## src/hw/csi_rx_pkg.sv

```systemverilog
package csi_rx_pkg;

	//////////////////////////////////////////////////
	// packet header and word views
	//////////////////////////////////////////////////

	typedef struct packed {
		logic [7:0]  ecc;
		logic [15:0] word_count;
		logic [7:0]  data_id;
	} csi_hdr_t;

	// one fifo word, either a header or raw payload
	typedef union packed {
		csi_hdr_t    hdr;
		logic [31:0] raw;
	} csi_word_u;

	typedef struct packed {
		logic [31:0] data;
		logic [16:0] addr;
	} pixel_t;

	typedef struct packed {
		logic crc_ok;
		logic hdr_fixed;
		logic hdr_err;
		logic frame_start;
	} pkt_status_t;

	localparam logic [5:0]  DT_FRAME_START = 6'h00;
	localparam logic [5:0]  DT_FRAME_END   = 6'h01;
	localparam logic [5:0]  DT_LONG_MIN    = 6'h10;
	localparam logic [7:0]  SYNC_BYTE      = 8'hB8;
	localparam logic [15:0] CRC_INIT       = 16'hFFFF;

	//////////////////////////////////////////////////
	// header ecc and payload crc
	//////////////////////////////////////////////////

	// parity masks per ecc bit, from the csi-2 table
	function automatic logic [5:0] csi_ecc(input logic [23:0] d);
		logic [5:0] p;
		p[0] = ^(d & 24'hF12CB7);
		p[1] = ^(d & 24'hF2555B);
		p[2] = ^(d & 24'h749A6D);
		p[3] = ^(d & 24'hB8E38E);
		p[4] = ^(d & 24'hDF03F0);
		p[5] = ^(d & 24'hEFFC00);
		return p;
	endfunction

	// reflected ccitt, bit 0 of the word goes in first
	function automatic logic [15:0] crc16_word(input logic [15:0] crc, input logic [31:0] data);
		logic [15:0] c;
		c = crc;
		for (int i = 0; i < 32; i++) begin
			if (c[0] ^ data[i]) begin
				c = (c >> 1) ^ 16'h8408;
			end else begin
				c = c >> 1;
			end
		end
		return c;
	endfunction

endpackage

```

## src/hw/lane_aligner.sv

```systemverilog
`timescale 1ns/1ps

module lane_aligner
	import csi_rx_pkg::*;
(
	input  logic       mipi_clk_2,
	input  logic       reset,
	input  logic       lane_active_i,
	input  logic [3:0] nib_i,
	output logic [7:0] byte_o,
	output logic       byte_valid_o
);

	// bit 0 of hist is the oldest received bit
	logic [11:0] hist;
	logic        locked;
	logic [1:0]  offset;
	logic        phase;
	logic        hit;
	logic [1:0]  hit_off;

	// lowest matching offset wins
	always_comb begin
		hit = 1'b0;
		hit_off = 2'd0;
		for (int k = 3; k >= 0; k--) begin
			if (hist[k +: 8] == SYNC_BYTE) begin
				hit = 1'b1;
				hit_off = 2'(k);
			end
		end
	end

	always_ff @(posedge mipi_clk_2) begin
		if (reset || !lane_active_i) begin
			hist <= '0;
			locked <= 1'b0;
			offset <= 2'd0;
			phase <= 1'b0;
			byte_valid_o <= 1'b0;
		end else begin
			hist <= {nib_i, hist[11:4]};
			byte_valid_o <= 1'b0;
			if (!locked) begin
				if (hit) begin
					locked <= 1'b1;
					offset <= hit_off;
					phase <= 1'b0;
				end
			end else begin
				// a full new byte sits at the offset every second cycle
				phase <= !phase;
				byte_valid_o <= phase;
			end
		end
	end

	always_ff @(posedge mipi_clk_2) begin
		if (locked && phase) begin
			byte_o <= hist[offset +: 8];
		end
	end

	a_byte_spacing: assert property (@(posedge mipi_clk_2) disable iff (reset)
		byte_valid_o |=> !byte_valid_o)
		else $error("lane_aligner: byte strobes on back-to-back cycles");

endmodule

```

## src/hw/word_assembler.sv

```systemverilog
`timescale 1ns/1ps

module word_assembler
	import csi_rx_pkg::*;
(
	input  logic       mipi_clk_2,
	input  logic       reset,
	input  logic       lane_active_i,
	input  logic [7:0] lane0_byte_i,
	input  logic       lane0_valid_i,
	input  logic [7:0] lane1_byte_i,
	input  logic       lane1_valid_i,
	output csi_word_u  word_o,
	output logic       push_o
);

	// skew holding per lane, one byte deep
	logic [7:0]  hold0, hold1;
	logic        hold0_v, hold1_v;
	logic        pair_ok;
	logic [7:0]  b0, b1;
	logic [15:0] lo_pair;
	logic        half;

	assign pair_ok = (hold0_v || lane0_valid_i) && (hold1_v || lane1_valid_i);
	assign b0 = hold0_v ? hold0 : lane0_byte_i;
	assign b1 = hold1_v ? hold1 : lane1_byte_i;

	always_ff @(posedge mipi_clk_2) begin
		if (reset || !lane_active_i) begin
			hold0_v <= 1'b0;
			hold1_v <= 1'b0;
			half <= 1'b0;
			push_o <= 1'b0;
		end else begin
			// a held byte is replaced when the pair consumes it and a new one lands
			hold0_v <= pair_ok ? (hold0_v && lane0_valid_i) : (hold0_v || lane0_valid_i);
			hold1_v <= pair_ok ? (hold1_v && lane1_valid_i) : (hold1_v || lane1_valid_i);
			if (pair_ok) begin
				half <= !half;
			end
			push_o <= pair_ok && half;
		end
	end

	always_ff @(posedge mipi_clk_2) begin
		if (lane0_valid_i) begin
			hold0 <= lane0_byte_i;
		end
		if (lane1_valid_i) begin
			hold1 <= lane1_byte_i;
		end
		if (pair_ok && !half) begin
			lo_pair <= {b1, b0};
		end
		if (pair_ok && half) begin
			word_o.raw <= {b1, b0, lo_pair};
		end
	end

	a_no_push_idle: assert property (@(posedge mipi_clk_2) disable iff (reset)
		!lane_active_i |=> !push_o)
		else $error("word_assembler: push outside of a burst");

endmodule

```

## src/hw/word_fifo.sv

```systemverilog
`timescale 1ns/1ps

module word_fifo
	import csi_rx_pkg::*;
#(
	parameter int FIFO_DEPTH = 8
) (
	input  logic      mipi_clk_2,
	input  logic      reset,
	input  logic      push_i,
	input  csi_word_u word_i,
	output csi_word_u word_o,
	output logic      valid_o,
	output logic      overflow_o,
	input  logic      ready_i
);

	localparam int AW = (FIFO_DEPTH > 1) ? $clog2(FIFO_DEPTH) : 1;
	localparam int CW = $clog2(FIFO_DEPTH + 1);

	csi_word_u         mem [FIFO_DEPTH];
	logic [AW-1:0]     wr_ptr, rd_ptr;
	logic [CW-1:0]     count;
	logic              full;
	logic              push_ok;
	logic              pop;

	assign full = (count == CW'(FIFO_DEPTH));
	assign push_ok = push_i && !full;
	assign pop = valid_o && ready_i;
	assign valid_o = (count != '0);
	assign word_o = mem[rd_ptr];

	always_ff @(posedge mipi_clk_2) begin
		if (reset) begin
			wr_ptr <= '0;
			rd_ptr <= '0;
			count <= '0;
			overflow_o <= 1'b0;
		end else begin
			if (push_ok) begin
				wr_ptr <= (wr_ptr == AW'(FIFO_DEPTH - 1)) ? '0 : wr_ptr + 1'b1;
			end
			if (pop) begin
				rd_ptr <= (rd_ptr == AW'(FIFO_DEPTH - 1)) ? '0 : rd_ptr + 1'b1;
			end
			count <= count + CW'(push_ok) - CW'(pop);
			// lanes cannot stall, a lost word is only flagged
			if (push_i && full) begin
				overflow_o <= 1'b1;
			end
		end
	end

	always_ff @(posedge mipi_clk_2) begin
		if (push_ok) begin
			mem[wr_ptr] <= word_i;
		end
	end

	a_count_range: assert property (@(posedge mipi_clk_2) disable iff (reset)
		count <= CW'(FIFO_DEPTH))
		else $error("word_fifo: occupancy beyond depth");

endmodule

```

## src/hw/header_ecc.sv

```systemverilog
`timescale 1ns/1ps

module header_ecc
	import csi_rx_pkg::*;
(
	input  csi_hdr_t hdr_i,
	output csi_hdr_t hdr_o,
	output logic     fixed_o,
	output logic     err_o
);

	logic [23:0] data_in;
	logic [23:0] data_fixed;
	logic [5:0]  syndrome;
	logic [23:0] flip;
	logic        ecc_only;

	assign data_in = {hdr_i.word_count, hdr_i.data_id};
	assign syndrome = csi_ecc(data_in) ^ hdr_i.ecc[5:0];

	// syndrome equal to a data column points at that bit
	always_comb begin
		flip = '0;
		for (int i = 0; i < 24; i++) begin
			if (syndrome == csi_ecc(24'd1 << i)) begin
				flip[i] = 1'b1;
			end
		end
	end

	// single set bit means the error sits in the ecc byte itself
	assign ecc_only = (syndrome != 6'd0) && ((syndrome & (syndrome - 6'd1)) == 6'd0);

	assign data_fixed = data_in ^ flip;
	assign fixed_o = (flip != '0) || ecc_only;
	assign err_o = (syndrome != 6'd0) && !fixed_o;

	assign hdr_o.ecc = {2'b00, csi_ecc(data_fixed)};
	assign hdr_o.word_count = data_fixed[23:8];
	assign hdr_o.data_id = data_fixed[7:0];

endmodule

```

## src/hw/packet_decoder.sv

```systemverilog
`timescale 1ns/1ps

module packet_decoder
	import csi_rx_pkg::*;
#(
	parameter int FRAME_WORDS = 76800
) (
	input  logic        mipi_clk_2,
	input  logic        reset,
	input  logic        lane_active_i,
	input  csi_word_u   word_i,
	input  logic        word_valid_i,
	output logic        word_ready_o,
	output pixel_t      pixel_o,
	output logic        pixel_valid_o,
	input  logic        pixel_ready_i,
	output pkt_status_t pkt_status_o,
	output logic        pkt_done_o
);

	typedef enum logic [1:0] {ST_HEADER, ST_PAYLOAD, ST_CRC, ST_DISCARD} state_t;

	state_t      state;
	csi_hdr_t    hdr_fix;
	logic        hdr_fixed;
	logic        hdr_err;
	logic [5:0]  dt;
	logic        is_long;
	logic        bad;
	logic        pix_free;
	logic        take;
	logic [13:0] words_left;
	logic [15:0] crc;
	logic [16:0] addr;
	logic        lane_q;

	header_ecc u_header_ecc (
		.hdr_i   (word_i.hdr),
		.hdr_o   (hdr_fix),
		.fixed_o (hdr_fixed),
		.err_o   (hdr_err)
	);

	assign dt = hdr_fix.data_id[5:0];
	assign is_long = (dt >= DT_LONG_MIN);
	assign bad = hdr_err || (is_long && hdr_fix.word_count[1:0] != 2'b00);

	// payload only moves when the pixel register can take it
	assign pix_free = !pixel_valid_o || pixel_ready_i;
	assign word_ready_o = (state == ST_PAYLOAD) ? pix_free : 1'b1;
	assign take = word_valid_i && word_ready_o;

	//////////////////////////////////////////////////
	// packet fsm
	//////////////////////////////////////////////////

	always_ff @(posedge mipi_clk_2) begin
		if (reset) begin
			state <= ST_HEADER;
			pixel_valid_o <= 1'b0;
			pkt_done_o <= 1'b0;
			addr <= '0;
			lane_q <= 1'b0;
		end else begin
			lane_q <= lane_active_i;
			pkt_done_o <= 1'b0;
			if (pixel_valid_o && pixel_ready_i) begin
				pixel_valid_o <= 1'b0;
			end
			case (state)
				ST_HEADER: begin
					if (take) begin
						if (bad) begin
							pkt_done_o <= 1'b1;
							state <= ST_DISCARD;
						end else if (is_long) begin
							state <= (hdr_fix.word_count[15:2] == '0) ? ST_CRC : ST_PAYLOAD;
						end else begin
							pkt_done_o <= 1'b1;
							if (dt == DT_FRAME_START) begin
								addr <= '0;
							end
						end
					end
				end
				ST_PAYLOAD: begin
					if (take) begin
						pixel_valid_o <= 1'b1;
						addr <= (addr == 17'(FRAME_WORDS - 1)) ? '0 : addr + 17'd1;
						if (words_left == 14'd1) begin
							state <= ST_CRC;
						end
					end
				end
				ST_CRC: begin
					if (take) begin
						pkt_done_o <= 1'b1;
						state <= ST_HEADER;
					end
				end
				default: begin
					// low for two cycles so the last in-flight word is dropped too
					if (!lane_active_i && !lane_q) begin
						state <= ST_HEADER;
					end
				end
			endcase
		end
	end

	always_ff @(posedge mipi_clk_2) begin
		if (state == ST_HEADER && take) begin
			words_left <= hdr_fix.word_count[15:2];
			crc <= CRC_INIT;
			pkt_status_o.crc_ok <= !bad && !is_long;
			pkt_status_o.hdr_fixed <= hdr_fixed;
			pkt_status_o.hdr_err <= bad;
			pkt_status_o.frame_start <= !bad && (dt == DT_FRAME_START);
		end
		if (state == ST_PAYLOAD && take) begin
			pixel_o.data <= word_i.raw;
			pixel_o.addr <= addr;
			crc <= crc16_word(crc, word_i.raw);
			words_left <= words_left - 14'd1;
		end
		if (state == ST_CRC && take) begin
			pkt_status_o.crc_ok <= (word_i.raw[15:0] == crc);
		end
	end

	a_pixel_hold: assert property (@(posedge mipi_clk_2) disable iff (reset)
		pixel_valid_o && !pixel_ready_i |=> pixel_valid_o && $stable(pixel_o))
		else $error("packet_decoder: pixel changed while stalled");

endmodule

```

## src/hw/csi_rx_top.sv

```systemverilog
`timescale 1ns/1ps

module csi_rx_top
	import csi_rx_pkg::*;
#(
	parameter int FIFO_DEPTH  = 8,
	parameter int FRAME_WORDS = 76800
) (
	input  logic        mipi_clk_2,
	input  logic        reset,
	input  logic        lane_active_i,
	input  logic [3:0]  lane0_nib_i,
	input  logic [3:0]  lane1_nib_i,
	input  logic        pixel_ready_i,
	output pixel_t      pixel_o,
	output logic        pixel_valid_o,
	output pkt_status_t pkt_status_o,
	output logic        pkt_done_o,
	output logic        overflow_o
);

	logic [7:0] lane0_byte, lane1_byte;
	logic       lane0_valid, lane1_valid;
	csi_word_u  asm_word, fifo_word;
	logic       asm_push;
	logic       fifo_valid, dec_ready;

	lane_aligner u_lane0 (
		.mipi_clk_2    (mipi_clk_2),
		.reset         (reset),
		.lane_active_i (lane_active_i),
		.nib_i         (lane0_nib_i),
		.byte_o        (lane0_byte),
		.byte_valid_o  (lane0_valid)
	);

	lane_aligner u_lane1 (
		.mipi_clk_2    (mipi_clk_2),
		.reset         (reset),
		.lane_active_i (lane_active_i),
		.nib_i         (lane1_nib_i),
		.byte_o        (lane1_byte),
		.byte_valid_o  (lane1_valid)
	);

	word_assembler u_word_assembler (
		.mipi_clk_2    (mipi_clk_2),
		.reset         (reset),
		.lane_active_i (lane_active_i),
		.lane0_byte_i  (lane0_byte),
		.lane0_valid_i (lane0_valid),
		.lane1_byte_i  (lane1_byte),
		.lane1_valid_i (lane1_valid),
		.word_o        (asm_word),
		.push_o        (asm_push)
	);

	word_fifo #(
		.FIFO_DEPTH (FIFO_DEPTH)
	) u_word_fifo (
		.mipi_clk_2 (mipi_clk_2),
		.reset      (reset),
		.push_i     (asm_push),
		.word_i     (asm_word),
		.word_o     (fifo_word),
		.valid_o    (fifo_valid),
		.overflow_o (overflow_o),
		.ready_i    (dec_ready)
	);

	packet_decoder #(
		.FRAME_WORDS (FRAME_WORDS)
	) u_packet_decoder (
		.mipi_clk_2    (mipi_clk_2),
		.reset         (reset),
		.lane_active_i (lane_active_i),
		.word_i        (fifo_word),
		.word_valid_i  (fifo_valid),
		.word_ready_o  (dec_ready),
		.pixel_o       (pixel_o),
		.pixel_valid_o (pixel_valid_o),
		.pixel_ready_i (pixel_ready_i),
		.pkt_status_o  (pkt_status_o),
		.pkt_done_o    (pkt_done_o)
	);

endmodule

```

## config.mk

```make
export PLATFORM = sky130hd
export DESIGN_NAME = csi_rx_top
export DESIGN_NICKNAME = d
export VERILOG_FILES = /design/src/hw/csi_rx_pkg.sv /design/src/hw/lane_aligner.sv /design/src/hw/word_assembler.sv /design/src/hw/word_fifo.sv /design/src/hw/header_ecc.sv /design/src/hw/packet_decoder.sv /design/src/hw/csi_rx_top.sv
export SDC_FILE = /design/constraint.sdc
export NUM_CORES = 1
export LEC_CHECK = 0
export BUFFER_PORTS_ARGS = -buffer_cell sky130_fd_sc_hd__buf_2
export CAP_MARGIN = 10
export CELL_PAD_IN_SITES_DETAIL_PLACEMENT = 1
export CELL_PAD_IN_SITES_GLOBAL_PLACEMENT = 1
export CORE_UTILIZATION = 48
export CTS_CLUSTER_DIAMETER = 100
export CTS_CLUSTER_SIZE = 20
export DETAILED_ROUTE_END_ITERATION = 16
export GPL_ROUTABILITY_DRIVEN = 0
export PLACE_DENSITY_LB_ADDON = 0.1
export SYNTH_ARGS = -nofsm -noshare
export SYNTH_HDL_FRONTEND = slang
export SYNTH_SLANG_ARGS = --single-unit
```

## constraint.sdc

```tcl
create_clock -name mipi_clk_2 -period 4.7 [get_ports mipi_clk_2]
set_input_delay 0.235 -clock mipi_clk_2 [delete_from_list [all_inputs] [get_ports mipi_clk_2]]
set_output_delay 0.235 -clock mipi_clk_2 [all_outputs]
set_load 0.01 [all_outputs]
```

==> results summary, run 1 <==
The first-pass detailed-route iteration total came out at 7. For this run the aggregate overflow at the end of global routing stands at 0. After synthesis the netlist holds a flip-flop and latch count of 493. The number of H-tree branching levels came out at 1.

The total via count after detailed routing came out at 12962. The worst setup path is of the register to register kind. Clock-pin slew was measured on the worst setup and hold paths at 90 ps.

The run finished, with violations left. The maximum number of pins on one net before global-route repair is 40. The sequential cell area fraction in the yosys report came out at 0.641. The final reports fail on negative setup slack. The signal on the critical path passes through buf_12 -> buf_12 -> mux4_2 -> mux2_4 -> xnor3_2 -> xnor2_2 -> buf_6 -> xnor2_4 -> nand3_2 -> buf_6 -> a211oi_4 -> a221oi_2 -> nand4_1 -> nor4_4 -> a2111o_1 -> and2_4 -> or4_4 -> a21oi_2. The count of input and output buffers came out at 67. The ratio of final minimum period to clock period came out at 1.05. The wire length per cell after detailed routing is 23.8 um. The post-synthesis async set-or-reset flop share is 0. In this design, the largest share of critical-path delay is due to simple AND/OR/NAND/NOR gates.

The total of fill cells in the finished design came out at 4110. The count of warnings emitted by yosys is 0. The placement-stage worst setup slack is -383 ps.

In this run the critical register-to-register path is captured at u_packet_decoder.addr[7]. The worst setup slack for register-to-register paths came out at -220 ps. The net count reported at finish came out at 1717. The highest net fanout along the worst path came out at 7. The final number of setup-violating endpoints came out at 17. The maximum number of buffers from clock root to sink came out at 3. The critical path runs through a total of 18 cells. The post-placement cell count came out at 2188. The number of global-route vias before repair came out at 13355. STA classifies the critical path endpoint as a register. Based on the critical path, the design can be clocked at up to 203 MHz. The number of top-level design ports came out at 68. The total wire length after detailed routing came out at 54900 um. The share of post-route cells with drive strength above 1 is 0.346. The worst-case setup margin in the final layout is -219 ps. At the pin with the least slew margin, the transition time is 1100 ps. The area growth from synthesis to layout came out at 20.9%. In this run, synthesis inferred 419 flip-flops with an integrated enable. The via density per instance came out at 5.63. The die covers 46600 um^2. Max-cap violations in this run came to 0. The chip height is 216 um. The most critical setup path has its endpoint at u_packet_decoder.addr[7]. At the worst endpoint, the arrival time is 5450 ps. The count of antenna-violating nets left after detailed routing is 0. The slowest stage of the critical path belongs to the cell sky130_fd_sc_hd__mux4_2. The tree built by TritonCTS fans out to 493 sinks.

The count of unresolved DRC violations after routing is 0. Between clock sinks in the finished design, the worst skew comes to 21.1 ps. Counting instances, the worst hold path has a depth of 2. The buffering stage count on the worst path with inverters included came out at 4. The number of buffers inserted during clock tree synthesis came out at 28. The number of standard cells in the final layout excluding fillers came out at 2302. In this run the worst hold path is classified as input pin to register.

The count of cell types in the netlist came out at 76. The number of hold-slack violations in the final timing report came out at 0. The cell sitting at the root of the clock tree is a sky130_fd_sc_hd__clkbuf_16. The data required time at the worst endpoint came out at 5230 ps. The number of cell instances on the worst register-to-register path is 18. The net count after synthesis came out at 1425. The count of mapped cells out of synthesis is 1396. The repair_antennas step left the layout with diodes totalling 0. For this run, the leading register cell type out of synthesis is sky130_fd_sc_hd__edfxtp_1. The initial antenna violation count came out at 0. The x dimension of the die is 216 um.

Averaged over all synthesized cells, the footprint is 15.7 um^2. The count of pins over their slew limit came out at 0. The headroom to the max-slew limit is 0.269. The TritonCTS clock tree is done. The row count is 77. Setup repair after global routing could not meet its margin everywhere. The highest cell delay on the worst timing path is 500 ps. In the global route stage, overall resource usage came out at 0.231.

The time the final worst path needs with I/O delays and setup is 4920 ps. The combined area of all synthesized cells came out at 21900 um^2. The first-pass GRT wire length came out at 81700 um.

The startpoint type of the worst setup path is a register. The starting density of the core is 0.492. The number of violations reported at the end of detailed-routing iteration 0 came out at 786. The worst-skew pair later-pin latency is 600 ps. The wire-length estimate of the detail-placed layout is 37100 um. The core footprint is 44600 um^2.
==> cell usage in the layout (no fill, tap or decap), drive strengths merged, types with 11 or more instances in the layout <==
cell type,synthesis,routed
edfxtp,419,419
inv,52,53
a21oi,46,46
nand4,11,11
nand3,35,35
clkbuf,19,51
o31ai,12,12
xnor3,13,13
nor3,25,25
buf,27,297
mux2,26,26
mux2i,30,30
nand2,76,76
nor2,67,67
o21ai,25,25
ha,16,16
xnor2,137,137
xor2,50,50
dfxtp,74,74
and2,30,31
mux4,87,87
==> worst min path at each step <==
stage,start,endpoint
4_1_cts,reset,u_word_fifo.count[3]
2_1_floorplan,lane0_nib_i[2],u_lane0.hist[10]
3_3_place_gp,u_word_assembler.lo_pair[3],u_word_assembler.word_o[3]
6_report,reset,u_packet_decoder.pixel_valid_o
3_5_place_dp,u_word_assembler.lo_pair[3],u_word_assembler.word_o[3]
5_1_grt,reset,u_packet_decoder.pixel_valid_o
==> what timing repair did <==
action,4_1_cts,5_1_grt
gates cloned,2,1
endpoints found under the hold margin,9,0
hold buffers,9,0
resized for setup,75,113
setup buffers,23,29
setup endpoints to repair,19,27
pin swaps,22,55
==> worst reg2reg max path, delay by kind of cell (launching register included) <==
kind | cells | cell delay [ps]
buf+inv | 4 | 580
simple gates | 5 | 1210
xor+xnor | 3 | 910
flops | 1 | 390
compound gates | 4 | 950
mux | 2 | 820
==> cells by family after synthesis <==
kind of cell,after synthesis,synth area share
flip-flops,493,0.641
AND/OR/NAND/NOR,311,0.0721
XOR/XNOR,202,0.0922
multiplexers,143,0.124
AO/OA/AOI/OAI,130,0.0384
buffers and inverters,100,0.0222
adder cells (fa/ha/maj),17,0.0100
==> flip-flops by register name, indices dropped and copies added, names as in the netlist, 12 cells and up, named ones only <==
signal,flops
u_word_fifo.mem,256
u_packet_decoder.pixel_o,49
u_word_assembler.word_o,32
u_packet_decoder.addr,17
u_packet_decoder.crc,16
u_word_assembler.lo_pair,16
u_packet_decoder.words_left,14
u_lane0.hist,12
u_lane1.hist,12
==> final cells by class <==
class / instances / area [um^2] / share of cell area
clock buffers: 50 / 783 / 0.0295
clock inverters: 2 / 25.0 / 0.000943
inverters: 54 / 206 / 0.00778
multi-input cells: 804 / 8270 / 0.312
flip-flops and latches: 493 / 14100 / 0.531
well taps: 592 / 741 / 0.0279
repair buffers: 307 / 2430 / 0.0914
==> Yosys cell counts, types with 6 or more instances <==
| master | number | share of area |
|---|---|---|
| sky130_fd_sc_hd__mux2i_4 | 11 | 0.011 |
| sky130_fd_sc_hd__dfxtp_1 | 74 | 0.068 |
| sky130_fd_sc_hd__nand4_1 | 11 | 0.0031 |
| sky130_fd_sc_hd__nor4bb_1 | 8 | 0.0036 |
| sky130_fd_sc_hd__mux2_2 | 26 | 0.013 |
| sky130_fd_sc_hd__xor2_1 | 49 | 0.020 |
| sky130_fd_sc_hd__xnor3_1 | 8 | 0.0082 |
| sky130_fd_sc_hd__nand3_1 | 35 | 0.0080 |
| sky130_fd_sc_hd__edfxtp_1 | 419 | 0.57 |
| sky130_fd_sc_hd__a31oi_1 | 6 | 0.0017 |
| sky130_fd_sc_hd__nor3_1 | 25 | 0.0057 |
| sky130_fd_sc_hd__a21oi_1 | 46 | 0.010 |
| sky130_fd_sc_hd__nor4_1 | 9 | 0.0026 |
| sky130_fd_sc_hd__inv_1 | 52 | 0.0089 |
| sky130_fd_sc_hd__mux2i_2 | 6 | 0.0038 |
| sky130_fd_sc_hd__nor2_1 | 67 | 0.011 |
| sky130_fd_sc_hd__mux2i_1 | 13 | 0.0059 |
| sky130_fd_sc_hd__nand2_1 | 75 | 0.013 |
| sky130_fd_sc_hd__o21ai_0 | 25 | 0.0057 |
| sky130_fd_sc_hd__buf_2 | 9 | 0.0021 |
| sky130_fd_sc_hd__buf_6 | 10 | 0.0051 |
| sky130_fd_sc_hd__clkbuf_1 | 19 | 0.0033 |
| sky130_fd_sc_hd__o31ai_1 | 12 | 0.0041 |
| sky130_fd_sc_hd__and2_1 | 30 | 0.0086 |
| sky130_fd_sc_hd__buf_4 | 7 | 0.0024 |
| sky130_fd_sc_hd__ha_1 | 16 | 0.0091 |
| sky130_fd_sc_hd__xnor2_1 | 133 | 0.053 |
| sky130_fd_sc_hd__mux4_2 | 85 | 0.087 |
| sky130_fd_sc_hd__nand2b_1 | 7 | 0.0020 |
| sky130_fd_sc_hd__or3_1 | 9 | 0.0026 |
==> metrics by stage <==
stage                     hold slack (ps)  TNS (ps)  cell area [um^2]  utilization
after global routing                 63.0     -4880             26500        0.595
after detailed placement              406     -5590             24200        0.543
final                                54.1     -2640             26500        0.595
after floorplan                       357         0             21900            -
after CTS                            18.7     -31.1             25700        0.577
after global placement                401     -3080             24200        0.543
==> metal layers <==
metal	vias up	wire (um)	track usage
met5	-	0	0
li1	5860	-	-
met1	6730	23700	0.313
met2	292	28000	0.402
met4	0	1370	0.0598
met3	80	1790	0.0218
Power of run 1 is left out: the tool's default activity adds up to more than one toggle a clock period on the data nets, which glitch-free logic cannot reach.
==> inputs of run 2 (changes only) <==
Settings changed: REMOVE_ABC_BUFFERS from default to 1.
==> run 2 against run 1 <==
Compared with the run above: the flow still finishes with violations (negative setup slack); critical path depth rose by 2; highest routed layer unchanged; first-iteration DRC count fell by 2.9%; hold slack improved by 22 ps; final cell count fell by 0.17%; register-to-register slack barely moved; sequential share of layout area rose by 0.60 points; largest cell class unchanged; routed wire length rose by 0.74%; non-clock buffer count fell by 3.
==> results summary, run 2 (same netlist as run 1, synthesis figures left out) <==
The run finished, with violations left. The checks that failed: negative setup slack. In the layout the commonest cells are sky130_fd_sc_hd__edfxtp_1 (419), sky130_fd_sc_hd__buf_4 (197), sky130_fd_sc_hd__xnor2_1 (113). In this design, the critical path's most frequently occurring cell is sky130_fd_sc_hd__buf_4. Setup repair after global routing could not meet its margin everywhere. The number of flip-flops under the largest register name came to 256 (unchanged). The final HPWL from detailed placement is 38000 um (+2.2%). The class of the tightest hold or removal check is input pin to register. The highest cell delay on the worst timing path was 520 ps (+20 ps). The total of fill cells in the finished design is 4193 (+2.0%). The root buffer cell chosen for the clock tree is sky130_fd_sc_hd__clkbuf_16. The chip height came out at 216 um (unchanged).

The net count reported at finish is 1714 (-0.17%). The library cell used most frequently in the layout, excluding fill and tap cells, is sky130_fd_sc_hd__edfxtp_1. The maximum number of pins on one net before global-route repair came out at 33 (-18%). The sum of negative setup slack is -2780 ps (-141 ps). The share of post-route cells with drive strength above 1 is 0.332 (-0.0138). The starting density of the core came out at 0.492 (unchanged). The number of hold-slack violations in the final timing report is 0 (unchanged). The number of H-tree branching levels came out at 1 (unchanged). The total grt overflow was 0 (unchanged). The area growth from synthesis to layout is 19.6%. More flip-flops sit in one register than any other, and that register is u_word_fifo.mem. The max-cap violation count was 0 (unchanged).

The via density per instance was 5.62 (-0.24%). The number of global-route vias before repair is 13605 (+1.9%). The headroom to the max-slew limit came out at 0.326 (+0.0576). The TritonCTS clock tree is done. The row count came out at 77 (unchanged). The x dimension of the die came out at 216 um (unchanged). The critical path in this run is classified as register to register.

Traced cell by cell, the critical path runs through buf_4 -> buf_12 -> buf_4 -> mux4_2 -> mux2i_4 -> buf_6 -> xnor2_4 -> xnor3_1 -> xor2_2 -> buf_4 -> xnor3_2 -> buf_4 -> a211oi_2 -> o21ai_1 -> nand4_1 -> nor4_4 -> a2111o_1 -> and2_4 -> or4_4 -> a21oi_2. The highest attainable clock frequency is 203 MHz (about the same). The first-pass GRT wire length came to 83200 um (+1.9%). The post-placement cell count came out at 2192 (+0.18%). The slowest stage of the critical path belongs to the cell sky130_fd_sc_hd__or4_4. The slew of the pin with the lowest slew margin is 1010 ps (-86.2 ps).

The count of pins over their slew limit is 0 (unchanged). The total wire length after detailed routing was 55300 um (+0.74%). The number of top-level design ports is 68 (unchanged). The wire length per cell after detailed routing is 24.1 um (+0.91%).

The sequential standard cell area came to 14100 um^2 (unchanged). The number of clock sinks is 493 (unchanged). The number of standard cells in the final layout excluding fillers is 2298 (-0.17%).

The multi-input logic area is 7990 um^2 (-3.4%). The number of violations reported at the end of detailed-routing iteration 0 was 763 (-2.9%). The worst-skew pair later-pin latency is 610 ps (about the same). The time the final worst path needs with I/O delays and setup came out at 4920 ps (-4.30 ps).

The worst setup path is launched from a register. The count of input and output buffers came out at 67 (unchanged). met2 is the most crowded layer. The die area is 46600 um^2 (unchanged).

The worst-case setup margin in the final layout is -215 ps (+4.30 ps). The met3 track utilization from global routing came out at 0.0237 (+0.00183). The count of unresolved DRC violations after routing is 0 (unchanged). The worst clock skew is 16.6 ps (-4.54 ps).

The initial antenna violation count is 1 (+1). The first-pass detailed-route iteration total was 5 (-2). The number of buffers inserted during clock tree synthesis is 28 (unchanged). The final number of setup-violating endpoints is 19 (+2). The post-CTS clock slew at the launch and capture registers of the worst setup and hold paths came to 80 ps (about the same).

The antenna cell count is 0 (unchanged). The total via count after detailed routing came out at 12909 (-0.41%). The signal arrival time at the worst endpoint came out at 5450 ps (about the same). The ratio of final minimum period to clock period came out at 1.05 (about the same).

The count of antenna-violating nets left after detailed routing came out at 0 (unchanged). The maximum number of buffers from clock root to sink is 3 (unchanged). The data required time at the worst endpoint was 5230 ps (about the same). The largest registers in the layout are u_word_fifo.mem (256), u_packet_decoder.pixel_o (49), u_word_assembler.word_o (32). The worst setup path is captured at a register. The utilization after layout came to 0.588 (-0.00668). The met1 track utilization from global routing is 0.299 (-0.0136). The global routing usage on met2 is 0.434 (+0.0328). The total global-route track usage came out at 0.238 (+0.00693).

The highest net fanout along the worst path came out at 7 (unchanged). The core footprint came out at 44600 um^2 (unchanged).
run 2: final timing paths:
kind | cells past startpoint | to | slack [ps] | startpoint
max | 20 | u_packet_decoder.addr[14] | -220 | register
min | 2 | u_word_fifo.count[1] | 80 | reset
max reg2reg | 20 | u_packet_decoder.addr[14] | -220 | register
min reg2reg | 0 | u_word_assembler.word_o[0] | 430 | u_word_assembler.lo_pair[0]
run 2: layer usage:
metal,wire length (um),up-vias
met3,1840,87
met1,22700,6709
met5,0,-
met4,1710,0
li1,-,5853
met2,29000,260
run 2: cell type report:
cell class,count,share of cell area
flip-flops and latches,493,0.537
multi-input cells,804,0.305
repair buffers,304,0.0916
clock buffers,49,0.0298
well taps,592,0.0282
inverters,54,0.00777
clock inverters,2,0.00148
run 2: stage by stage:
step	instance area (um^2)	hold slack [ps]	worst slack (ps)
2_1_floorplan	21700	302	-2890
5_1_grt	26200	79.5	-357
3_5_place_dp	24300	407	-417
6_report	26200	76.0	-215
4_1_cts	25900	59.2	-109
3_3_place_gp	24300	403	-299
run 2: critical path: cells and delay by family, from the launching register on:
family / cells / cell delay [ps]
multiplexers: 2 / 580
AO/OA/AOI/OAI: 4 / 940
buffers and inverters: 6 / 890
AND/OR/NAND/NOR: 4 / 950
flip-flops: 1 / 410
XOR/XNOR: 4 / 1060
run 2: what timing repair did:
item,CTS,global route
endpoints found under the setup margin,20,27
endpoints found under the hold margin,9,0
pin swaps,35,40
resized for setup,78,45
setup buffers,37,7
hold buffers,9,0
cloned,2,0
Power of run 2 is left out for the same reason.
